File: src/memPkg.sv
package memPkg;

    // byte address space of the shared RAM
    localparam int AddrWidth = 12;
    localparam int RamDepth = 1 << AddrWidth;

    // client ports sharing the RAM
    localparam int NumPorts = 3;

    typedef logic [AddrWidth-1:0] addrT;
    typedef logic [7:0] byteT;
    typedef logic [31:0] wordT;
    typedef logic [1:0] portIdT;

    typedef enum logic {
        OpLoad,
        OpStore
    } memOpT;

    // 1, 2 or 4 bytes
    typedef enum logic [1:0] {
        SizeByte,
        SizeHalf,
        SizeWord
    } accessSizeT;

    // request as the client presents it
    typedef struct packed {
        memOpT      op;
        accessSizeT size;
        addrT       addr;
        wordT       wdata;
    } memReqT;

    // load data, zero-extended; zero for stores
    typedef struct packed {
        wordT rdata;
    } memRspT;

    // byte sequencer states
    typedef enum logic [1:0] {
        SeqIdle,
        SeqAddr,
        SeqData,
        SeqDone
    } seqStateT;

endpackage

File: src/memPortFront.sv
`timescale 1ns/10ps

module memPortFront #(
    parameter int PortIndex = 0
) (
    input  logic           clk,
    input  logic           rst,
    input  logic           req,
    input  memPkg::memReqT reqData,
    output logic           ack,
    output memPkg::memRspT rspData,
    output logic           pending,
    output memPkg::memReqT pendReq,
    input  logic           done,
    input  memPkg::portIdT donePort,
    input  memPkg::memRspT doneRsp
);
    import memPkg::*;

    typedef enum logic [1:0] {
        FrontIdle,
        FrontWait,
        FrontAck
    } frontStateT;

    frontStateT state;
    logic       hit;

    // done is broadcast, only our index counts
    assign hit = done && (donePort == portIdT'(PortIndex));

    always_ff @(posedge clk) begin
        if (rst) begin
            state <= FrontIdle;
        end else begin
            case (state)
                FrontIdle: if (req) state <= FrontWait;
                FrontWait: if (hit) state <= FrontAck;
                // hold ack until the client lets go of req
                FrontAck:  if (!req) state <= FrontIdle;
                default:   state <= FrontIdle;
            endcase
        end
    end

    always_ff @(posedge clk) begin
        if (state == FrontIdle && req) begin
            pendReq <= reqData;
        end
        if (state == FrontWait && hit) begin
            rspData <= doneRsp;
        end
    end

    assign pending = (state == FrontWait);
    assign ack = (state == FrontAck);

    // four-phase rule seen from the client side
    ackNeedsReq: assert property (@(posedge clk) disable iff (rst) $rose(ack) |-> $past(req));

endmodule

File: config.mk
export PLATFORM = sky130hd
export DESIGN_NAME = memPortFront
export DESIGN_NICKNAME = d
export VERILOG_FILES = /design/src/memPkg.sv /design/src/memPortFront.sv
export SDC_FILE = /design/constraint.sdc
export NUM_CORES = 1
export LEC_CHECK = 0
export BUFFER_PORTS_ARGS = -buffer_cell sky130_fd_sc_hd__buf_2
export CAP_MARGIN = 20
export CORE_MARGIN = 3
export CORE_UTILIZATION = 41
export DETAILED_ROUTE_END_ITERATION = 16
export PLACE_DENSITY = 0.81
export SETUP_SLACK_MARGIN = 0.1
export SYNTH_ARGS = -nofsm -noshare
export SYNTH_HDL_FRONTEND = slang
export SYNTH_SLANG_ARGS = --single-unit
File: constraint.sdc
create_clock -name clk -period 5.63 [get_ports clk]
set_clock_uncertainty 0.2 [all_clocks]
set_input_delay 0 -clock clk [delete_from_list [all_inputs] [get_ports clk]]
set_output_delay 0 -clock clk [all_outputs]
set_load 0.1 [all_outputs]
==> flow_summary_export.csv <==
group,metric,value,unit
clocking,clkTransAtPathRegs,0.08,ns
clocking,post-cts-setup-buffers,0,
hold_path,hold_depth,2,
floorplan,die-area,7040,um^2
synth,synth_nets,175,
sta,finalMaxSlewViolations,0,
detailed_routing,antenna_left,0,
global_route,grt_max_degree,48,
floorplan,fp.dieH,83.9,um
setup_path,reg2reg_from,"state[0]",
synth,synth_cells,90,
sta,hold_viol_final,0,
clocking,max-clock-path-buffers,2,
placement,place.gp.congestion,0.680,
hold_path,hold_end,"pendReq[23]",
detailed_routing,drt_wl_total,7310,um
sta,finalCritPeriodShare,0.299,
floorplan,start_util,0.438,
floorplan,num_rows,27,
floorplan,dieWidth,83.9,um
synth,syn_area,2490,um^2
clocking,cts_hold_buf,83,
global_route,grt_pass1_vias,2095,
floorplan,ioPinCount,166,
hold_path,hp-class,"input pin to flop",
power,irDropWorstVdd,0.234,mV
power,powerDensity,328,nW/um^2
setup_path,crit_arrival,1.76,ns
setup_path,r2r_end,"state[1]",
synth,yosysSeqAreaShare,0.970,
synth,syn_area_per_cell,27.6,um^2
clocking,cts_tree,"built",
sta,fmax,594,MHz
sta,tightest_slew,0.562,ns
finish,area_growth,80.4,%
clocking,htree_num_levels,3,
detailed_routing,drc,0,
setup_path,crit_type,"flop to flop",
sta,slew_headroom,0.625,
synth,synth_seq_cells,81,
synth,yosysUniqueCellTypes,9,
detailed_routing,avgViaCountPerCell,4.47,
detailed_routing,num_vias,1907,
sta,fin_setup_tns,0,ns
detailed_routing,drtPass1Iterations,4,
detailed_routing,wire_per_inst,17.1,um
floorplan,core-area,5680,um^2
setup_path,cp_max_fo,6,
placement,port-buffer-count,165,
clocking,clock_latency,0.33,ns
job,cap_violations,0,
outcome,status,"finished, final reports clean",
global_route,track_usage,0.215,
sta,period_needed,1.68,ns
sta,setup_violations,0,
finish,fin_util,0.791,
synth,yosysWarnings,0,
clocking,cts_made_buffers,9,
clocking,ctsResizeCount,0,
clocking,cts_root_buf,"clkbuf_8",
clocking,clock-sinks,81,
finish,drive_gt1_frac,0.521,
global_route,overflow,0,
global_route,grt_pass1_wl,11300,um
setup_path,rrSetupSlack,3.95,ns
power,p_leak,1.92,nW
hold_path,hold_start,"reqData[23]",
setup_path,rr_worst_depth,3,
finish,diodes,0,
setup_path,endpoint_kind,"flop",
sta,rsz0062_at_grt,"false",
detailed_routing,drt_iter0_drc,72,
finish,final_nets,436,
setup_path,worstPathRequired,5.71,ns
global_route,antenna_found_initial,0,
setup_path,cp-start-kind,"flop",
-- stage by stage --
stage / cell area [um^2] / hold WS [ns] / worst slack [ns] / std cells / total power (W)
after global placement: 3430 / -0.0233 / 4.02 / 329 / 0.000948
after floorplan: 2490 / -0.106 / 1.07 / 90 / 0.000899
after detailed placement: 3430 / -0.0219 / 3.98 / 329 / 0.000953
final: 4490 / 0.172 / 3.95 / 427 / 0.00147
after global routing: 4490 / 0.156 / 3.83 / 427 / 0.00153
after CTS: 4490 / 0.149 / 3.95 / 427 / 0.00148
-- where the power goes --
group / switching, W / internal [W]
clock: 0.000196 / 0.000291
combinational: 0.000211 / 0.0000754
sequential: 0.00000839 / 0.000692
total: 0.000415 / 0.00106
-- metal layers --
layer	wire [um]	vias up	GRT usage
met1	2550	894	0.223
met4	202	0	0.0906
met2	3970	113	0.394
met3	589	16	0.0701
met5	0	-	0
li1	-	884	-
-- how the worst max path moves through the flow --
stage | to | startpoint | slack [ns]
final | state[1] | state[0] | 3.95
after global routing | rspData[17] | state[0] | 3.83
after CTS | state[1] | state[0] | 3.95
after detailed placement | rspData[11] | state[0] | 3.98
after global placement | rspData[11] | state[0] | 4.02
after floorplan | pendReq[0] | state[1] | 1.07
-- critical path, stage by stage, from the launching register on --
cell	delay, ns
dfxtp_1	0.42
nand4bb_1	0.21
o31ai_2	0.23
dlygate4sd3_1	0.57
-- sequential cells by signal, summed over array words and instances (netlist names) --
name	flops
state	2
pendReq	47
rspData	32
-- cells by family after synthesis --
family,Yosys count,share of synthesized area
flip-flops,81,0.970
AND/OR/NAND/NOR,7,0.0211
AO/OA/AOI/OAI,2,0.00905
-- cell usage after synthesis --
master | instances | area [um^2]
edfxtp_1 | 79 | 2370
dfxtp_1 | 2 | 40.0
nand4bb_1 | 2 | 22.5
nor2_1 | 2 | 7.51
and2b_2 | 1 | 8.76
nor2b_1 | 1 | 6.26
nor3b_1 | 1 | 7.51
o211a_1 | 1 | 10.0
o31ai_2 | 1 | 12.5
-- cells in the final DEF (no fill, tap or decap) --
cell	instances
buf_4	2
nand4bb_1	2
clkinv_1	1
dlygate4sd3_1	83
nor2_1	1
dfxtp_1	2
nor3b_2	1
bufinv_16	3
nor2_2	1
clkbuf_8	9
and2b_2	1
o31ai_2	1
clkinv_4	1
clkinv_2	1
buf_2	165
o211a_1	1
nor2b_1	1
edfxtp_1	79
-- final cells by class --
type	instances	area [um^2]
clock buffer	9	124
clock inverter	6	108
fill	326	1190
multi-input combinational	9	82.6
sequential	81	2410
tap	72	90.1
timing repair buffer	250	1670
No activity file was read; power rests on OpenSTA's default activity.
