File: config.mk
export PLATFORM = sky130hd
export DESIGN_NAME = byteSequencer
export DESIGN_NICKNAME = d
export VERILOG_FILES = /design/src/memPkg.sv /design/src/byteSequencer.sv
export SDC_FILE = /design/constraint.sdc
export NUM_CORES = 1
export LEC_CHECK = 0
export ABC_AREA = 1
export BUFFER_PORTS_ARGS = -buffer_cell sky130_fd_sc_hd__buf_4
export CORE_MARGIN = 5
export CORE_UTILIZATION = 50
export DETAILED_ROUTE_END_ITERATION = 10
export PLACE_DENSITY = 0.76
export SETUP_SLACK_MARGIN = 0.2
export SYNTH_ARGS = -nofsm -noshare
export SYNTH_HDL_FRONTEND = slang
export SYNTH_SLANG_ARGS = --single-unit
File: constraint.sdc
create_clock -name clk -period 3.1 [get_ports clk]
set_clock_uncertainty 0.2 [all_clocks]
set_input_delay 0.155 -clock clk [delete_from_list [all_inputs] [get_ports clk]]
set_output_delay 0.155 -clock clk [all_outputs]
set_load 0.02 [all_outputs]
File: src/memPkg.sv
package memPkg;

    // byte address space of the shared RAM
    localparam int AddrWidth = 12;
    localparam int RamDepth = 1 << AddrWidth;

    // client ports sharing the RAM
    localparam int NumPorts = 3;

    typedef logic [AddrWidth-1:0] addrT;
    typedef logic [7:0] byteT;
    typedef logic [31:0] wordT;
    typedef logic [1:0] portIdT;

    typedef enum logic {
        OpLoad,
        OpStore
    } memOpT;

    // 1, 2 or 4 bytes
    typedef enum logic [1:0] {
        SizeByte,
        SizeHalf,
        SizeWord
    } accessSizeT;

    // request as the client presents it
    typedef struct packed {
        memOpT      op;
        accessSizeT size;
        addrT       addr;
        wordT       wdata;
    } memReqT;

    // load data, zero-extended; zero for stores
    typedef struct packed {
        wordT rdata;
    } memRspT;

    // byte sequencer states
    typedef enum logic [1:0] {
        SeqIdle,
        SeqAddr,
        SeqData,
        SeqDone
    } seqStateT;

endpackage

File: src/byteSequencer.sv
`timescale 1ns/10ps

module byteSequencer (
    input  logic           clk,
    input  logic           rst,
    input  logic           hold,
    input  logic           start,
    input  memPkg::memReqT startReq,
    input  memPkg::portIdT startPort,
    output logic           busy,
    output logic           done,
    output memPkg::portIdT donePort,
    output memPkg::memRspT doneRsp,
    output memPkg::addrT   ramAddr,
    output logic           ramWe,
    output memPkg::byteT   ramWdata,
    input  memPkg::byteT   ramRdata
);
    import memPkg::*;

    seqStateT   state;
    logic [1:0] count;
    logic [1:0] lastIdx;
    logic [1:0] startLast;
    logic [1:0] capLane;
    logic       capValid;
    memOpT      op;
    addrT       curAddr;
    wordT       wBuf;
    wordT       rdWord;
    portIdT     port;

    always_comb begin
        case (startReq.size)
            SizeHalf: startLast = 2'd1;
            SizeWord: startLast = 2'd3;
            default:  startLast = 2'd0;
        endcase
    end

    always_ff @(posedge clk) begin
        if (rst) begin
            state <= SeqIdle;
            count <= '0;
            capValid <= 1'b0;
        end else if (state == SeqIdle) begin
            // a start is always taken, hold only stretches the byte cycles
            if (start) begin
                state <= SeqAddr;
                count <= '0;
            end
        end else if (!hold) begin
            case (state)
                SeqAddr: begin
                    count <= count + 1'b1;
                    capValid <= (op == OpLoad);
                    if (count == lastIdx) begin
                        state <= (op == OpLoad) ? SeqData : SeqDone;
                    end
                end
                SeqData: begin
                    capValid <= 1'b0;
                    state <= SeqDone;
                end
                SeqDone: state <= SeqIdle;
                default: state <= SeqIdle;
            endcase
        end
    end

    always_ff @(posedge clk) begin
        if (state == SeqIdle) begin
            if (start) begin
                op <= startReq.op;
                lastIdx <= startLast;
                curAddr <= startReq.addr;
                wBuf <= startReq.wdata;
                rdWord <= '0;
                port <= startPort;
            end
        end else if (!hold) begin
            if (state == SeqAddr) begin
                curAddr <= curAddr + 1'b1;
                wBuf <= wBuf >> 8;
                capLane <= count;
            end
            // byte from the previous address lands in its lane
            if (capValid) begin
                rdWord[{capLane, 3'b000} +: 8] <= ramRdata;
            end
        end
    end

    assign busy = (state != SeqIdle);
    assign done = (state == SeqDone) && !hold;
    assign donePort = port;
    assign doneRsp.rdata = rdWord;

    // during hold keep re-reading the byte still waiting for capture,
    // so ramRdata is right again when hold drops
    assign ramAddr = curAddr - addrT'(hold && capValid);
    assign ramWe = (state == SeqAddr) && (op == OpStore) && !hold;
    assign ramWdata = wBuf[7:0];

    // arbiter must respect busy
    startWhenIdle: assert property (@(posedge clk) disable iff (rst) start |-> !busy);

endmodule

==> metrics.cfg, run 1 <==
[run_status]
status=complete, no violations

[global_route]
gr-total-overflow=0
grt_pass1_vias=3812
use_met2_pct=35.1
antenna_found_initial=0
grt_max_degree=46
grt.met3_usage_pct=4.10
grt_use_total_pct=20.6
grtUsageMet1_pct=27.1
grt-busiest-layer=met2
grt_first_pass_wirelength_um=18600

[power_and_ir_drop]
p_per_area_nw_per_um2=943
internal-power_mw=3.46
p_comb_share_pct=45.0
p_switching_mw=2.40
pwr-share-seq_pct=40.4
peakVddDrop_v=0.000535
finalPower_mw=5.86
switching_share_pct=40.9
p_clk_share_pct=14.6
p_leak_nw=2.87

[min_path]
min_path_type=in2reg
hold_depth=3
hold_start=startReq[44]
holdPathEnd=lastIdx[1]$_DFFE_PP_

[timing]
fin_crit_ns=2.62
drv_slew=0
worstMarginPinSlew_ns=0.720
rsz0062_at_grt=false
finalCritPeriodShare_pct=84.7
setup_viol=0
hold_viol_final=0
max_slew_margin_pct=51.9
max_freq_mhz=381
final.setup.tns_ns=0

[worst_setup_path]
reg2regPathDepth=5
worst-path-buf-inv=3
cp_cell_sequence=inv_1 -> ha_1 -> ha_1 -> inv_1 -> nor2_1 -> nand2_1 -> nor2_1 -> nand3_1 -> xor2_1 -> buf_4
reg2reg_from=state[1]$_SDFFE_PP0P_
start_kind=register
crit_type=reg2out
r2r_end=doneRsp[2]$_SDFFCE_PP0P_
rrSetupSlack_ns=0.63
worstPathRequired_ns=2.74
path_delay_family=simple AND/OR/NAND/NOR gates
cpMaxStageDelayCell=edfxtp_1
path_max_fanout=4
critical-path-max-stage-delay_ns=0.47
cp.arrival_ns=2.27
worst_setup_path_end_kind=output port

[drt]
drt-wirelength-per-cell_um=14.9
drc=0
first_iter_violations=230
vias=3986
firstDrtPassIters=5
ant_nets=0
routed_wl_um=11600
viasPerCell=5.14

[clock_tree]
h-tree-depth=3
insertion_delay_ns=0.34
cts_resized=0
clk_root_buffer_cell=clkbuf_8
cts_max_path_buffers=2
cts_tree=done
cts_num_sinks=88
clkTransAtPathRegs_ns=0.09
cts_made_buffers=9
postCtsSetupBuffers=0
cts_hold_repair.buffers=53

[floorplanning]
core_um2=8810
io_pins=118
start_util_pct=51.8
die_area_um2=11100
rows=34
dieWidth_um=106
die_h_um=106

[synthesis]
syn_area_um2=4560
synth_fp_nets=575
postSynthCellCount=501
synth-seq-area-share_pct=56.8
synth_area_per_cell_um2=9.11
ys_warn_count=0
yosysUniqueCellTypes=32
synth-seq-cells=88

[job]
drv_cap=0

[final_layout]
drive_gt1_share_pct=22.3
syn2layout_area_growth_pct=36.1
fill_cells=654
fin_nets=736

[placement]
dpl.hpwl_um=7730
port_buffers=117
routabilityCongestion=0.921

-- state kept, by name (all words and copies together) (netlist names) --
register  flops
capLane       2
lastIdx       2
state         2
capValid      1
count         2
donePort      2
op            1
curAddr      12
doneRsp      32
wBuf         32
-- power by group through the flow --
stage	registers, mW	clock network [mW]	logic, mW
floorplan	2.52	0	1.54
global placement	2.36	0	2.48
detailed placement	2.38	0	2.55
CTS	2.35	0.859	2.62
global route	2.41	0.915	2.91
finish	2.37	0.857	2.63
-- cell usage after synthesis (all sizes together) --
library cell	number	area share, %
a21oi	19	2.1
xor2	6	1.2
inv	75	6.2
a21boi	1	0.16
o2111ai	1	0.19
nor2	36	3.2
a311oi	1	0.19
or2	1	0.14
nand3	28	3.3
o21ai	19	2.1
o31ai	1	0.16
a22oi	9	1.5
nand4	5	0.69
buf	20	2.9
nor3	11	1.5
nand2	154	13
clkbuf	4	0.33
dfxtp	5	2.2
edfxtp	83	55
o22ai	8	1.1
a31oi	1	0.14
ha	13	3.6
-- final cells by class --
class	count	area, µm²	area share [%]
Clock buffer	10	128	2.06
Sequential cell	88	2590	41.8
Timing Repair Buffer	174	1440	23.2
Inverter	75	282	4.53
Clock inverter	6	83.8	1.35
Multi-Input combinational cell	314	1550	24.9
Tap cell	108	135	2.18
Antenna cell	1	2.50	0.0403
-- tightest hold or removal path: stages --
cell and delay, ns:
buf_4 0.11, inv_1 0.05, ha_1 0.13
-- metal layers --
layer / part of all wire (%) / vias to the layer above
met5: 0 / -
met4: 1.9 / 0
li1: - / 1964
met2: 50 / 171
met3: 6.7 / 19
met1: 42 / 1832
-- stage by stage --
stage / instance area (µm²) / hold slack, ns / instances / utilization (%) / worst slack [ns]
floorplan: 4560 / 0.0330 / 501 / - / 0.553
global route: 6210 / 0.0159 / 775 / 70.5 / 0.322
global placement: 5460 / 0.133 / 706 / 62.0 / 0.752
detailed placement: 5460 / 0.135 / 706 / 62.0 / 0.668
finish: 6210 / 0.0104 / 776 / 70.5 / 0.476
CTS: 6210 / 0.00194 / 775 / 70.5 / 0.548
-- layout by cell type (no fill, tap or decap), types with 5 or more instances in the layout --
cell type and n:
a22oi_1 9, xor2_1 6, inv_1 69, clkbuf_8 9
dfxtp_1 5, nor3_1 10, inv_2 6, o22ai_1 8
nand3_1 26, o21ai_0 18, a21oi_1 19, dlygate4sd3_1 53
buf_4 121, ha_1 12, nand2_1 152, edfxtp_1 83
nand4_1 5, nor2_1 34
-- kinds of logic (layout without fill, tap and decap cells) --
group | after synthesis | after routing | share of synthesized area [%]
flip-flops | 88 | 88 | 56.8
buffers and inverters | 99 | 265 | 9.40
AO/OA/AOI/OAI | 60 | 60 | 7.60
XOR/XNOR | 6 | 6 | 1.15
AND/OR/NAND/NOR | 235 | 235 | 21.5
adder cells (fa/ha/maj) | 13 | 13 | 3.56
other | 0 | 1 | 0
-- worst max path at each step --
stage                                     start                        to  cells after the start
final                      curAddr[0]$_DFFE_PP_               ramAddr[10]                     10
after global placement    state[1]$_SDFFE_PP0P_  doneRsp[4]$_SDFFCE_PP0P_                      5
after floorplan           state[0]$_SDFFE_PP0P_      curAddr[0]$_DFFE_PP_                      6
after global routing       curAddr[0]$_DFFE_PP_               ramAddr[10]                     10
after detailed placement  state[1]$_SDFFE_PP0P_  doneRsp[3]$_SDFFCE_PP0P_                      5
after CTS                 state[1]$_SDFFE_PP0P_                      busy                      4
Power figures use the tool's default switching activity.
==> run 2, diff against run 1 <==
Settings changed: ABC_AREA 1 to 0.
Clock period 3.1 ns to 2.51 ns, I/O delays scaled along.
==> run 2 against run 1 <==
  * Non-clock buffer count rose by 20
  * Sequential share of layout area fell by 0.72 points
  * Synthesized cell count fell by 25%
  * First-iteration DRC count fell by 33%
  * Register-to-register slack got worse by 0.17 ns
  * Clock power rose by 23%
  * Via count fell by 12%
  * Total power rose by 18%
  * Cell area rose by 1.8%
  * Wire length fell by 2.1%
==> metrics.cfg, run 2 <==
[power_and_ir_drop]
p_per_area_nw_per_um2=1100
peakVddDrop_v=0.000743
finalPower_mw=6.93
p_leak_nw=2.55

[worst_setup_path]
cp-startpoint=curAddr[0]$_DFFE_PP_
cp.arrival_ns=2.06
worst_setup_path_end_kind=output port
reg2reg_from=capLane[0]$_DFFE_PP_
rrSetupSlack_ns=0.46
start_kind=register
crit_type=reg2out
worstPathRequired_ns=2.18
reg2regPathDepth=6
path_max_fanout=3
r2r_end=doneRsp[1]$_SDFFCE_PP0P_

[synthesis]
synthFlopType=edfxtp_1
synth_top_area_share_pct=56.4
synthTopCellsByArea=edfxtp_1 56%, mux2_2 6.4%, nor2b_1 4.7%
synth_edf_count=83
async_flop_share_pct=0
synth_area_per_cell_um2=11.7
synth-seq-cells=88
ys_warn_count=0
yosysUniqueCellTypes=37
yosys-top-cells-count=83 x edfxtp_1, 42 x nor2_1, 37 x a21oi_1
synth_top_cell_by_area=edfxtp_1
synth-seq-area-share_pct=58.7
synth_fp_nets=452
postSynthCellCount=378
synth.most_common_cell=edfxtp_1
syn_area_um2=4420

[timing]
max_slew_margin_pct=58.1
drv_slew=0
fin_crit_ns=2.39
final.setup.tns_ns=0
setup_viol=0
worstMarginPinSlew_ns=0.628
finalCritPeriodShare_pct=95.1
setup_ws_ns=0.123
rsz0062_at_grt=true
hold_viol_final=0
hold_slack_ns=0.0484
max_freq_mhz=419

[min_path]
hold_start=startReq[44]
min_path_type=in2reg
hold_depth=4
holdPathEnd=lastIdx[0]$_DFFE_PP_

[global_route]
antenna_found_initial=0
grt_first_pass_wirelength_um=17700
grt_use_total_pct=20.3
gr-total-overflow=0
grt_max_degree=47
grt_pass1_vias=3547

[drt]
first_iter_violations=154
drt-wirelength-per-cell_um=16.9
routed_wl_um=11300
drc=0
viasPerCell=5.21
firstDrtPassIters=4
ant_nets=0
vias=3497

[floorplanning]
io_pins=118
die_h_um=104
rows=34
start_util_pct=50.9
die_area_um2=10800
dieWidth_um=104
core_um2=8680

[clock_tree]
cts_made_buffers=9
cts_num_sinks=88
clk_root_buffer_cell=clkbuf_8
cts_tree=done
insertion_delay_ns=0.34
cts_max_path_buffers=2
h-tree-depth=3
clkTransAtPathRegs_ns=0.08

[final_layout]
mostFrequentLayoutCell=buf_4
syn2layout_area_growth_pct=43.1
area.sequential_um2=2590
drive_gt1_share_pct=34.1
multi_input_area_um2=1720
final_area_um2=6320
fill_cells=602
mostFrequentLayoutCells=135 x buf_4, 83 x edfxtp_1, 59 x dlygate4sd3_1
fin_nets=632
n_antenna_cell=0
final_util_pct=72.8
final_cells=671

[placement]
place_inst=585
dpl.hpwl_um=6800
place_area_um2=5370
preCtsSetupSlack_ns=0.247
routabilityCongestion=0.850
port_buffers=117

[run_status]
status=complete, no violations

[job]
drv_cap=0

[run 2: changes by cell type in the layout (fill, tap and decap cells not counted), sizes merged, moves of 14 or more]
cell   delta
nand2   -132
inv      -61
nor2b    +33
mux2     +25
nand3    -23
a21oi    +18
buf      +14
[run 2: worst max-delay path, cell delays in order (launching register included)]
cell	delay (ns)
edfxtp_1	0.40
inv_2	0.08
ha_4	0.13
ha_4	0.13
nand2b_4	0.05
or3_4	0.39
nor4_4	0.22
xnor2_1	0.15
buf_4	0.16
[run 2: per-layer routing]
| layer | vias to the layer above | share of wire, % | GRT usage (%) |
|---|---|---|---|
| met5 | - | 0 | 0 |
| met3 | 22 | 5.0 | 3.60 |
| met4 | 0 | 2.0 | 7.12 |
| met2 | 114 | 53 | 36.6 |
| met1 | 1690 | 40 | 24.2 |
| li1 | 1671 | - | - |
[run 2: repair_timing]
item	in CTS	in global routing
endpoints found under the setup margin	6	49
hold buffers	59	0
resized for setup	5	10
setup buffers	8	3
cloned	0	0
pin swaps	2	6
endpoints found under the hold margin	86	0
[run 2: final cells by class]
class / instances / share of cell area [%]
flip-flops and latches: 88 / 41.0
clock inverters: 6 / 1.33
clock buffers: 10 / 2.02
repair buffers: 194 / 25.4
well taps: 108 / 2.14
multi-input cells: 251 / 27.3
inverters: 14 / 0.831
[run 2: kinds of logic (layout without fill, tap and decap cells)]
group	after synthesis	after routing	synth area share, %
xor+xnor	20	20	3.96
mux	26	26	6.60
compound gates	56	56	6.60
fa+ha+maj	13	13	3.68
buf+inv	39	224	4.19
simple gates	136	136	16.3
flops	88	88	58.7
[run 2: report_power, final]
part	leakage, nW	switching, mW	internal [mW]
sequential	0.848	0.334	2.45
combinational	1.60	1.74	1.36
clock	0.102	0.494	0.557
[run 2: how the worst max path moves through the flow]
stage,end
after floorplan,curAddr[0]$_DFFE_PP_
after global placement,ramAddr[11]
after detailed placement,doneRsp[15]$_SDFFCE_PP0P_
after CTS,ramAddr[11]
after global routing,ramAddr[10]
final,ramAddr[10]
