### src/memPkg.sv
package memPkg;

    // byte address space of the shared RAM
    localparam int AddrWidth = 12;
    localparam int RamDepth = 1 << AddrWidth;

    // client ports sharing the RAM
    localparam int NumPorts = 3;

    typedef logic [AddrWidth-1:0] addrT;
    typedef logic [7:0] byteT;
    typedef logic [31:0] wordT;
    typedef logic [1:0] portIdT;

    typedef enum logic {
        OpLoad,
        OpStore
    } memOpT;

    // 1, 2 or 4 bytes
    typedef enum logic [1:0] {
        SizeByte,
        SizeHalf,
        SizeWord
    } accessSizeT;

    // request as the client presents it
    typedef struct packed {
        memOpT      op;
        accessSizeT size;
        addrT       addr;
        wordT       wdata;
    } memReqT;

    // load data, zero-extended; zero for stores
    typedef struct packed {
        wordT rdata;
    } memRspT;

    // byte sequencer states
    typedef enum logic [1:0] {
        SeqIdle,
        SeqAddr,
        SeqData,
        SeqDone
    } seqStateT;

endpackage

### src/portArbiter.sv
`timescale 1ns/10ps

module portArbiter (
    input  logic                         clk,
    input  logic                         rst,
    input  logic [memPkg::NumPorts-1:0] pending,
    input  memPkg::memReqT               pendReq [memPkg::NumPorts],
    input  logic                         busy,
    output logic [memPkg::NumPorts-1:0] grant,
    output logic                         start,
    output memPkg::memReqT               startReq,
    output memPkg::portIdT               startPort
);
    import memPkg::*;

    portIdT              ptr;
    portIdT              pick;
    logic                found;
    logic                launch;
    logic [NumPorts-1:0] launched;
    logic [NumPorts-1:0] avail;

    // ports already handed to the sequencer stay out until they drop pending
    assign avail = pending & ~launched;

    always_comb begin
        int idx;
        found = 1'b0;
        pick = '0;
        for (int off = 0; off < NumPorts; off++) begin
            idx = int'(ptr) + off;
            if (idx >= NumPorts) begin
                idx = idx - NumPorts;
            end
            if (!found && avail[idx]) begin
                found = 1'b1;
                pick = portIdT'(idx);
            end
        end
    end

    // start itself is the lockout, busy only shows up a cycle later
    assign launch = found && !busy && !start;

    always_ff @(posedge clk) begin
        if (rst) begin
            ptr <= '0;
            launched <= '0;
            grant <= '0;
            start <= 1'b0;
        end else begin
            grant <= '0;
            start <= launch;
            launched <= launched & pending;
            if (launch) begin
                grant[pick] <= 1'b1;
                launched[pick] <= 1'b1;
                ptr <= (int'(pick) == NumPorts - 1) ? portIdT'(0) : pick + 1'b1;
            end
        end
    end

    always_ff @(posedge clk) begin
        if (launch) begin
            startReq <= pendReq[pick];
            startPort <= pick;
        end
    end

    // a granted port keeps pending until its response
    grantOneHot: assert property (@(posedge clk) disable iff (rst)
        $onehot0(grant) && ((grant & ~pending) == '0));

endmodule

### config.mk
export PLATFORM = sky130hd
export DESIGN_NAME = portArbiter
export DESIGN_NICKNAME = d
export VERILOG_FILES = /design/src/memPkg.sv /design/src/portArbiter.sv
export SDC_FILE = /design/constraint.sdc
export NUM_CORES = 1
export LEC_CHECK = 0
export BUFFER_PORTS_ARGS = -buffer_cell sky130_fd_sc_hd__buf_2
export CAP_MARGIN = 20
export CORE_ASPECT_RATIO = 0.6
export CORE_MARGIN = 3
export CORE_UTILIZATION = 43
export DETAILED_ROUTE_END_ITERATION = 6
export PLACE_DENSITY = 0.89
export SETUP_SLACK_MARGIN = 0.15
export SLEW_MARGIN = 30
export SYNTH_ARGS = -nofsm -noshare
export SYNTH_HDL_FRONTEND = slang
export SYNTH_SLANG_ARGS = --single-unit
### constraint.sdc
create_clock -name clk -period 3.2 [get_ports clk]
set_input_delay 0.48 -clock clk [delete_from_list [all_inputs] [get_ports clk]]
set_output_delay 0.48 -clock clk [all_outputs]
set_load 0.03 [all_outputs]
==> results.cfg, run 1 <==
[status]
outcome = complete, no violations

[clock_tree]
cts_tree = yes
cts_sinks = 58
cts_buffer_depth = 2
path_clk_slew_ns = 0.05
ctsResizeCount = 0
postCtsSetupBuffers = 0
cts-root-buf = clkbuf_16
numCtsBuffers = 9
cts_max_level = 3
postCtsHoldBufs = 0
clock_latency_ns = 0.31

[pwr]
ir_drop_mv = 0.4329
p_total_mw = 5.337
p_leak_nw = 2.006
power.density_nw_per_um2 = 1165

[synthesis]
yosysTopAreaCell = edfxtp_1
synth_edf_count = 49
seq_area_frac_synth_pct = 51.22
synthFlopType = edfxtp_1
synth.top_cell.area_share_pct = 45.63
post_synth_num_cell_types = 35
synth.net_count = 496
syn_area_per_cell_um2 = 9.319
yosysWarnings = 0
syn-cell-area_um2 = 3224
ys_ff_latch = 58
async_flop_share_pct = 0
postSynthCellCount = 346
synth.area.top_cells = edfxtp_1 46%, a31oi_1 9.1%, a21oi_1 7.9%

[layout]
ff_latch_area_um2 = 1652
antenna_cells = 0
num-nets-final = 681
layout_common_cells = 199 x buf_2, 51 x a21oi_1, 49 x o21ai_0, 49 x edfxtp_1
drive_above_1_share_pct = 43.55
fin_util_pct = 65.77
fillers = 587
multi_input_area_um2 = 1403
synthToLayoutAreaGrowth_pct = 42.06
layout_commonest_cell = buf_2

[timing]
period_needed_ns = 2.784
clock.fmax_mhz = 359.2
finalHoldViolCount = 0
finalSetupTns_ns = 0
slew_headroom_pct = 58.83
setup_ws_ns = 0.4158
post-route-period-util_pct = 87.01
final-setup-viol-count = 0
rsz0062_at_grt = false
worst_pin_slew_ns = 0.6176
worst_hold_slack_ns = 0.4392
finalClockSkew_ns = 0.003955
maxSlewViolCount = 0

[worst_setup_path]
cp_data_required_time_ns = 3.22
crit_arrival_ns = 2.81
slowest_stage = or4_4
critPathCaptureType = flip-flop
critPathMaxFanout = 27
worst_path_largest_cell_delay_ns = 0.64
critPathKind = reg2reg
cp-start-kind = flip-flop
crit_chain = inv_1 > ha_1 > nor2b_1 > a22o_1 > or4_4 > buf_4 > a21oi_1 > a31oi_1

[floorplanning]
die_area_um2 = 8608
die_x_um = 117.8
coreArea_um2 = 6964
dieHeight_um = 73.08
start_util_pct = 46.30
io_pins = 200
rows = 23

[grt]
grtUsageTotal_pct = 24.85
antenna_found_initial = 0
grt_pass1_wl_um = 17190
grt_max_degree = 51
grt.overflow.total = 0
grt_pass1_vias = 3544

[drt]
routed_via_density = 5.836
post_drt_wl_per_cell_um = 17.56
ant_nets = 0
drt_wl_total_um = 11150
vias = 3706
drtPass1Iterations = 5
drc = 0
drt_first_iter_violations = 403

[placed_design]
io_buffers = 199
hpwl_um = 8094
pre_cts_ws_ns = 0.4342
gp_routability_congestion = 0.8674

[job]
maxCapViolCount = 0

[worst_hold_path]
hold_path_class = in2reg
## cells in the mapped netlist, types with 3 or more instances
cell / number
nor2_1: 4
dfxtp_1: 9
inv_1: 7
ha_1: 3
nand2_1: 5
nor2b_1: 4
nand3_1: 48
nor3_1: 3
o21ai_0: 50
buf_6: 3
nand2b_1: 5
a21oi_1: 51
edfxtp_1: 49
clkbuf_1: 33
a31oi_1: 47
## report_power, final
group / switching (mW) / internal [mW] / total [mW]
clock network: 0.298 / 0.592 / 0.889
logic: 2.01 / 0.892 / 2.90
registers: 0.118 / 1.43 / 1.55
total: 2.42 / 2.92 / 5.34
## final timing paths
check,slack (ns),depth (start not counted),start,end
setup / recovery,0.42,8,ptr[0],startReq[25]
hold / removal,0.44,2,rst,launched[2]
setup reg to reg,0.42,8,ptr[0],startReq[25]
hold reg to reg,0.51,2,launched[1],launched[1]
## registers in the layout (all words and copies together) (netlist names)
name	flops
grant	3
launched	3
ptr	2
start	1
startPort	2
startReq	47
## stage by stage
| stage | instance area [µm²] | instances |
|---|---|---|
| floorplan | 3224 | 346 |
| global placement | 4304 | 620 |
| detailed placement | 4304 | 620 |
| CTS | 4581 | 635 |
| global route | 4581 | 635 |
| finish | 4581 | 635 |
## cells by family (layout without fill, tap and decap cells)
logic type	after synthesis	after routing	share of synthesized area (%)
compound gates	162	162	28.52
fa+ha+maj	3	3	1.164
buf+inv	44	233	5.859
flops	58	58	51.22
simple gates	79	79	13.23
## routing by layer
layer  vias up  part of all wire, %  track usage, %  wire length (µm)
met5         -                    0               0                 0
met4         0                  1.4           6.883               151
met3        14                   11           7.049              1238
met2       259                   48           42.37              5379
met1      1723                   39           31.55              4380
li1       1710                    -               -                 -
## critical path: cells and delay by family, from the launching register on
family          cells  cell delay (ns)
simple gates        2             0.84
compound gates      3             0.55
fa+ha+maj           1             0.41
buf+inv             2             0.36
flops               1             0.33
## cell type report
cell class / count / area share [%]
Sequential cell: 58 / 36.06
Multi-Input combinational cell: 244 / 30.62
Timing Repair Buffer: 211 / 23.98
Clock buffer: 11 / 5.081
Tap cell: 100 / 2.731
Clock inverter: 4 / 0.9560
Inverter: 7 / 0.5736
No activity file was read; power rests on OpenSTA's default activity.
==> run 2: changes to the inputs <==
Settings changed: BUFFER_PORTS_ARGS -buffer_cell sky130_fd_sc_hd__buf_2 to -buffer_cell sky130_fd_sc_hd__clkbuf_2.
==> run 2 against run 1 <==
Flip-flop and latch count unchanged; clock-buffer cell count unchanged; clock skew up 0.0015 ns; total power up 0.51%; combinational power about the same; register-to-register slack better by 0.06 ns; cell count up 0.16%; clock power up 0.9%; via count up 1.2%; first-iteration DRC count down 29%; utilization down 0.072 points; critical path type unchanged; largest power group unchanged.
==> results.cfg, run 2 (synthesis results as in run 1) <==
[timing]
period_needed_ns = 2.723
rsz0062_at_grt = false
finalSetupTns_ns = 0
slew_headroom_pct = 63.35
worst_pin_slew_ns = 0.5498
worst_hold_slack_ns = 0.4382
setup_ws_ns = 0.4775
clock.fmax_mhz = 367.3
finalHoldViolCount = 0
final-setup-viol-count = 0
finalClockSkew_ns = 0.005447
maxSlewViolCount = 0
post-route-period-util_pct = 85.08

[drt]
post_drt_wl_per_cell_um = 18.13
drt_wl_total_um = 11530
vias = 3749
drtPass1Iterations = 5
routed_via_density = 5.895
drc = 0
ant_nets = 0
drt_first_iter_violations = 285

[layout]
stdcell_count = 636
layout_commonest_cell = clkbuf_2
drive_above_1_share_pct = 43.66
top_regs = startReq x47, grant x3, launched x3
num-nets-final = 682
layout_common_cells = 199 x clkbuf_2, 51 x a21oi_1, 49 x o21ai_0, 49 x edfxtp_1
synthToLayoutAreaGrowth_pct = 41.91
largest_reg_flops = 47
antenna_cells = 0
top_register = startReq

[placed_design]
io_buffers = 199
hpwl_um = 8282
pre_cts_ws_ns = 0.5082
numPlacedInstances = 621
gp_routability_congestion = 0.9221

[worst_setup_path]
crit_buf_inv = 2
r2r_setup_slack_ns = 0.48
cp-start-kind = flip-flop
critPathMaxFanout = 47
r2r_cells = 8
cp_data_required_time_ns = 3.23
slowest_stage = or4_4
critPathKind = reg2reg
critPathTopFamily = simple AND/OR/NAND/NOR gates
r2r_start = ptr[0]
r2r_end = startReq[35]
crit_chain = inv_1 > ha_1 > nor2b_1 > a22o_1 > or4_4 > buf_4 > a21oi_1 > a31oi_1
cp-startpoint = ptr[0]
critPathCaptureType = flip-flop
crit_arrival_ns = 2.75
worst_path_largest_cell_delay_ns = 0.49

[grt]
grt_pass1_vias = 3589
use_met3_pct = 8.443
antenna_found_initial = 0
grt_util_met2_pct = 45.67
grt_pass1_wl_um = 17950
grtUsageTotal_pct = 26.29
busiest_layer = met2
grt.overflow.total = 0
grt_use_met1_pct = 32.10
grt_max_degree = 51

[clock_tree]
numCtsBuffers = 9
cts_tree = yes
cts-root-buf = clkbuf_16
cts_buffer_depth = 2
clock_latency_ns = 0.31
cts_sinks = 58
postCtsHoldBufs = 0
cts_max_level = 3
postCtsSetupBuffers = 0
path_clk_slew_ns = 0.05
ctsResizeCount = 0

[floorplanning]
rows = 23
coreArea_um2 = 6964
io_pins = 200
die_area_um2 = 8608
die_x_um = 117.8
dieHeight_um = 73.08
start_util_pct = 46.30

[worst_hold_path]
whs_path_depth = 3
hold_path_class = in2reg
hold_end = launched[1]
hp-start = pending[1]

[pwr]
p_leak_nw = 2.047
p_total_mw = 5.364
power.density_nw_per_um2 = 1172
ir_drop_mv = 0.5605

[status]
outcome = complete, no violations

[job]
maxCapViolCount = 0
run 2: layout make-up:
cell class                      count  area, µm²
Sequential cell                    58       1652
Multi-Input combinational cell    244       1403
Clock inverter                      4      43.79
Inverter                            7      26.28
Clock buffer                       11      232.7
Fill cell                         581       2389
Tap cell                          100      125.1
Timing Repair Buffer              212       1094
run 2: metrics by stage:
| stage | utilization, % | cell area [µm²] |
|---|---|---|
| 2_1_floorplan | - | 3224 |
| 3_3_place_gp | 61.73 | 4299 |
| 3_5_place_dp | 61.73 | 4299 |
| 4_1_cts | 65.70 | 4576 |
| 5_1_grt | 65.70 | 4576 |
| 6_report | 65.70 | 4576 |
run 2: worst min-delay path: cells and delay by family:
kind	cells	cell delay (ns)
buffers and inverters	1	0.10
AND/OR/NAND/NOR	1	0.05
AO/OA/AOI/OAI	1	0.06
run 2: worst max path at each step:
stage	end	slack (ns)	depth (start not counted)
after floorplan	startPort[0]	0.29	6
after global placement	startReq[37]	0.62	8
after detailed placement	startReq[44]	0.51	8
after CTS	startReq[44]	0.51	8
after global routing	startReq[35]	0.36	8
final	startReq[35]	0.48	8
run 2: layer usage:
metal	vias up	share of wire (%)
li1	1714	-
met1	1758	40
met2	251	48
met3	26	10
met4	0	1.7
met5	-	0
run 2: power by group:
group          total (mW)  leakage (nW)  internal, mW  switching (mW)
logic                2.90          1.37         0.873            2.03
registers            1.57         0.539          1.43           0.133
clock network       0.897         0.137         0.592           0.305
==> run 3: changes to the inputs <==
Settings changed: REMOVE_ABC_BUFFERS set to 1.
==> run 3 against run 2 <==
Clock skew grew 0.0011 ns; wire length is 0.64% higher; cell count is 0.16% lower; critical endpoint is now startReq[38]; worst setup slack got worse by 0.15 ns; clock-buffer cell count did not move; sequential share of layout area decreased by 0.52 points; total power up 3.6%; via count increased by 0.32%; register-to-register slack got worse by 0.15 ns; non-clock buffer count down 2; design area is 1.4% higher; maximum frequency fell by 5.1%; largest cell class unchanged.
==> results.cfg, run 3 (synthesis results as in run 1) <==
[status]
outcome = complete, no violations

[drt]
ant_nets = 0
drt_wl_total_um = 11610
drc = 0
vias = 3761
drt_first_iter_violations = 510
drtPass1Iterations = 5
routed_via_density = 5.923
post_drt_wl_per_cell_um = 18.28

[timing]
clock.fmax_mhz = 348.7
worst_hold_slack_ns = 0.4271
finalHoldViolCount = 0
rsz0062_at_grt = false
worst_pin_slew_ns = 0.7090
maxSlewViolCount = 0
finalClockSkew_ns = 0.006516
post-route-period-util_pct = 89.62
final-setup-viol-count = 0
slew_headroom_pct = 52.68
period_needed_ns = 2.868

[clock_tree]
postCtsHoldBufs = 0
ctsResizeCount = 0
numCtsBuffers = 9
cts_sinks = 58
cts_max_level = 3
cts-root-buf = clkbuf_16
cts_buffer_depth = 2
path_clk_slew_ns = 0.05
postCtsSetupBuffers = 0
cts_tree = yes
clock_latency_ns = 0.33

[worst_setup_path]
critPathKind = reg2reg
r2r_start = ptr[0]
cp-startpoint = ptr[0]
critPathMaxFanout = 29
crit_arrival_ns = 2.90
critPathCaptureType = flip-flop
cp-start-kind = flip-flop
cp_data_required_time_ns = 3.23

[layout]
top_regs = startReq x47, grant x3, launched x3
top_register = startReq
layout_common_cells = 199 x clkbuf_2, 51 x a21oi_1, 49 x o21ai_0, 49 x edfxtp_1
largest_reg_flops = 47
layout_commonest_cell = clkbuf_2
num-nets-final = 680
design_area_um2 = 4642
antenna_cells = 0
drive_above_1_share_pct = 43.93
synthToLayoutAreaGrowth_pct = 43.97

[floorplanning]
die_area_um2 = 8608
start_util_pct = 46.30
die_x_um = 117.8
rows = 23
coreArea_um2 = 6964
io_pins = 200
dieHeight_um = 73.08

[grt]
grt_max_degree = 51
grt_pass1_vias = 3560
grtUsageTotal_pct = 26.39
grt.overflow.total = 0
grt_pass1_wl_um = 18000
antenna_found_initial = 0

[pwr]
pwr-share-comb_pct = 51.9
swShare_pct = 44.63
power.density_nw_per_um2 = 1197
clkPwrFrac_pct = 20.0
p_leak_nw = 2.071
p_sw_mw = 2.480
p_total_mw = 5.557
seqPwrFrac_pct = 28.2
p_int_mw = 3.077
ir_drop_mv = 0.5510

[worst_hold_path]
hold_path_class = in2reg
hp-start = rst

[placed_design]
hpwl_um = 8378
place_area_um2 = 4297
gp_routability_congestion = 0.8452
io_buffers = 199

[job]
maxCapViolCount = 0
==> run 3: metal layers <==
layer / up-vias / wire [µm] / global-route usage, %
met1: 1794 / 4670 / 33.30
met4: 0 / 144 / 8.052
met5: - / 0 / 0
li1: 1711 / - / -
met3: 16 / 1157 / 7.978
met2: 240 / 5632 / 44.47
==> run 3: final timing paths <==
path | end | slack, ns | depth (start not counted)
setup / recovery | startReq[38] | 0.33 | 8
hold / removal | launched[2] | 0.43 | 2
setup reg to reg | startReq[38] | 0.33 | 8
hold reg to reg | launched[1] | 0.50 | 2
==> run 3: worst max-delay path, stage by stage (launching register included) <==
cell and delay (ns):
dfxtp_1 0.36, inv_1 0.09, ha_1 0.41, nor2b_1 0.20, a22oi_1 0.30, nand3_2 0.62, buf_12 0.40, nand3_1 0.09
a31oi_1 0.10
==> run 3: cell type report <==
cell class,instances,area [µm²]
clock buffers,11,242.7
clock inverters,5,101.3
fillers,587,2322
inverters,7,26.28
multi-input cells,244,1404
flip-flops and latches,58,1652
well taps,100,125.1
repair buffers,210,1091
==> run 3: power by group through the flow <==
stage / Sequential (mW) / Clock, mW / Combinational, mW
final: 1.56 / 1.11 / 2.88
after global routing: 1.59 / 1.16 / 3.09
after CTS: 1.56 / 1.12 / 2.87
after detailed placement: 1.58 / 0 / 2.86
after global placement: 1.56 / 0 / 2.76
after floorplan: 2.28 / 0 / 1.22
==> run 3: through the flow <==
step | setup slack [ns] | util (%) | std cells | TNS (ns)
2_1_floorplan | -1.385 | - | 309 | -51.77
3_3_place_gp | 0.6030 | 61.70 | 619 | 0
3_5_place_dp | 0.3914 | 61.70 | 619 | 0
4_1_cts | 0.3433 | 66.64 | 635 | 0
5_1_grt | 0.1905 | 66.65 | 635 | 0
6_report | 0.3322 | 66.65 | 635 | 0
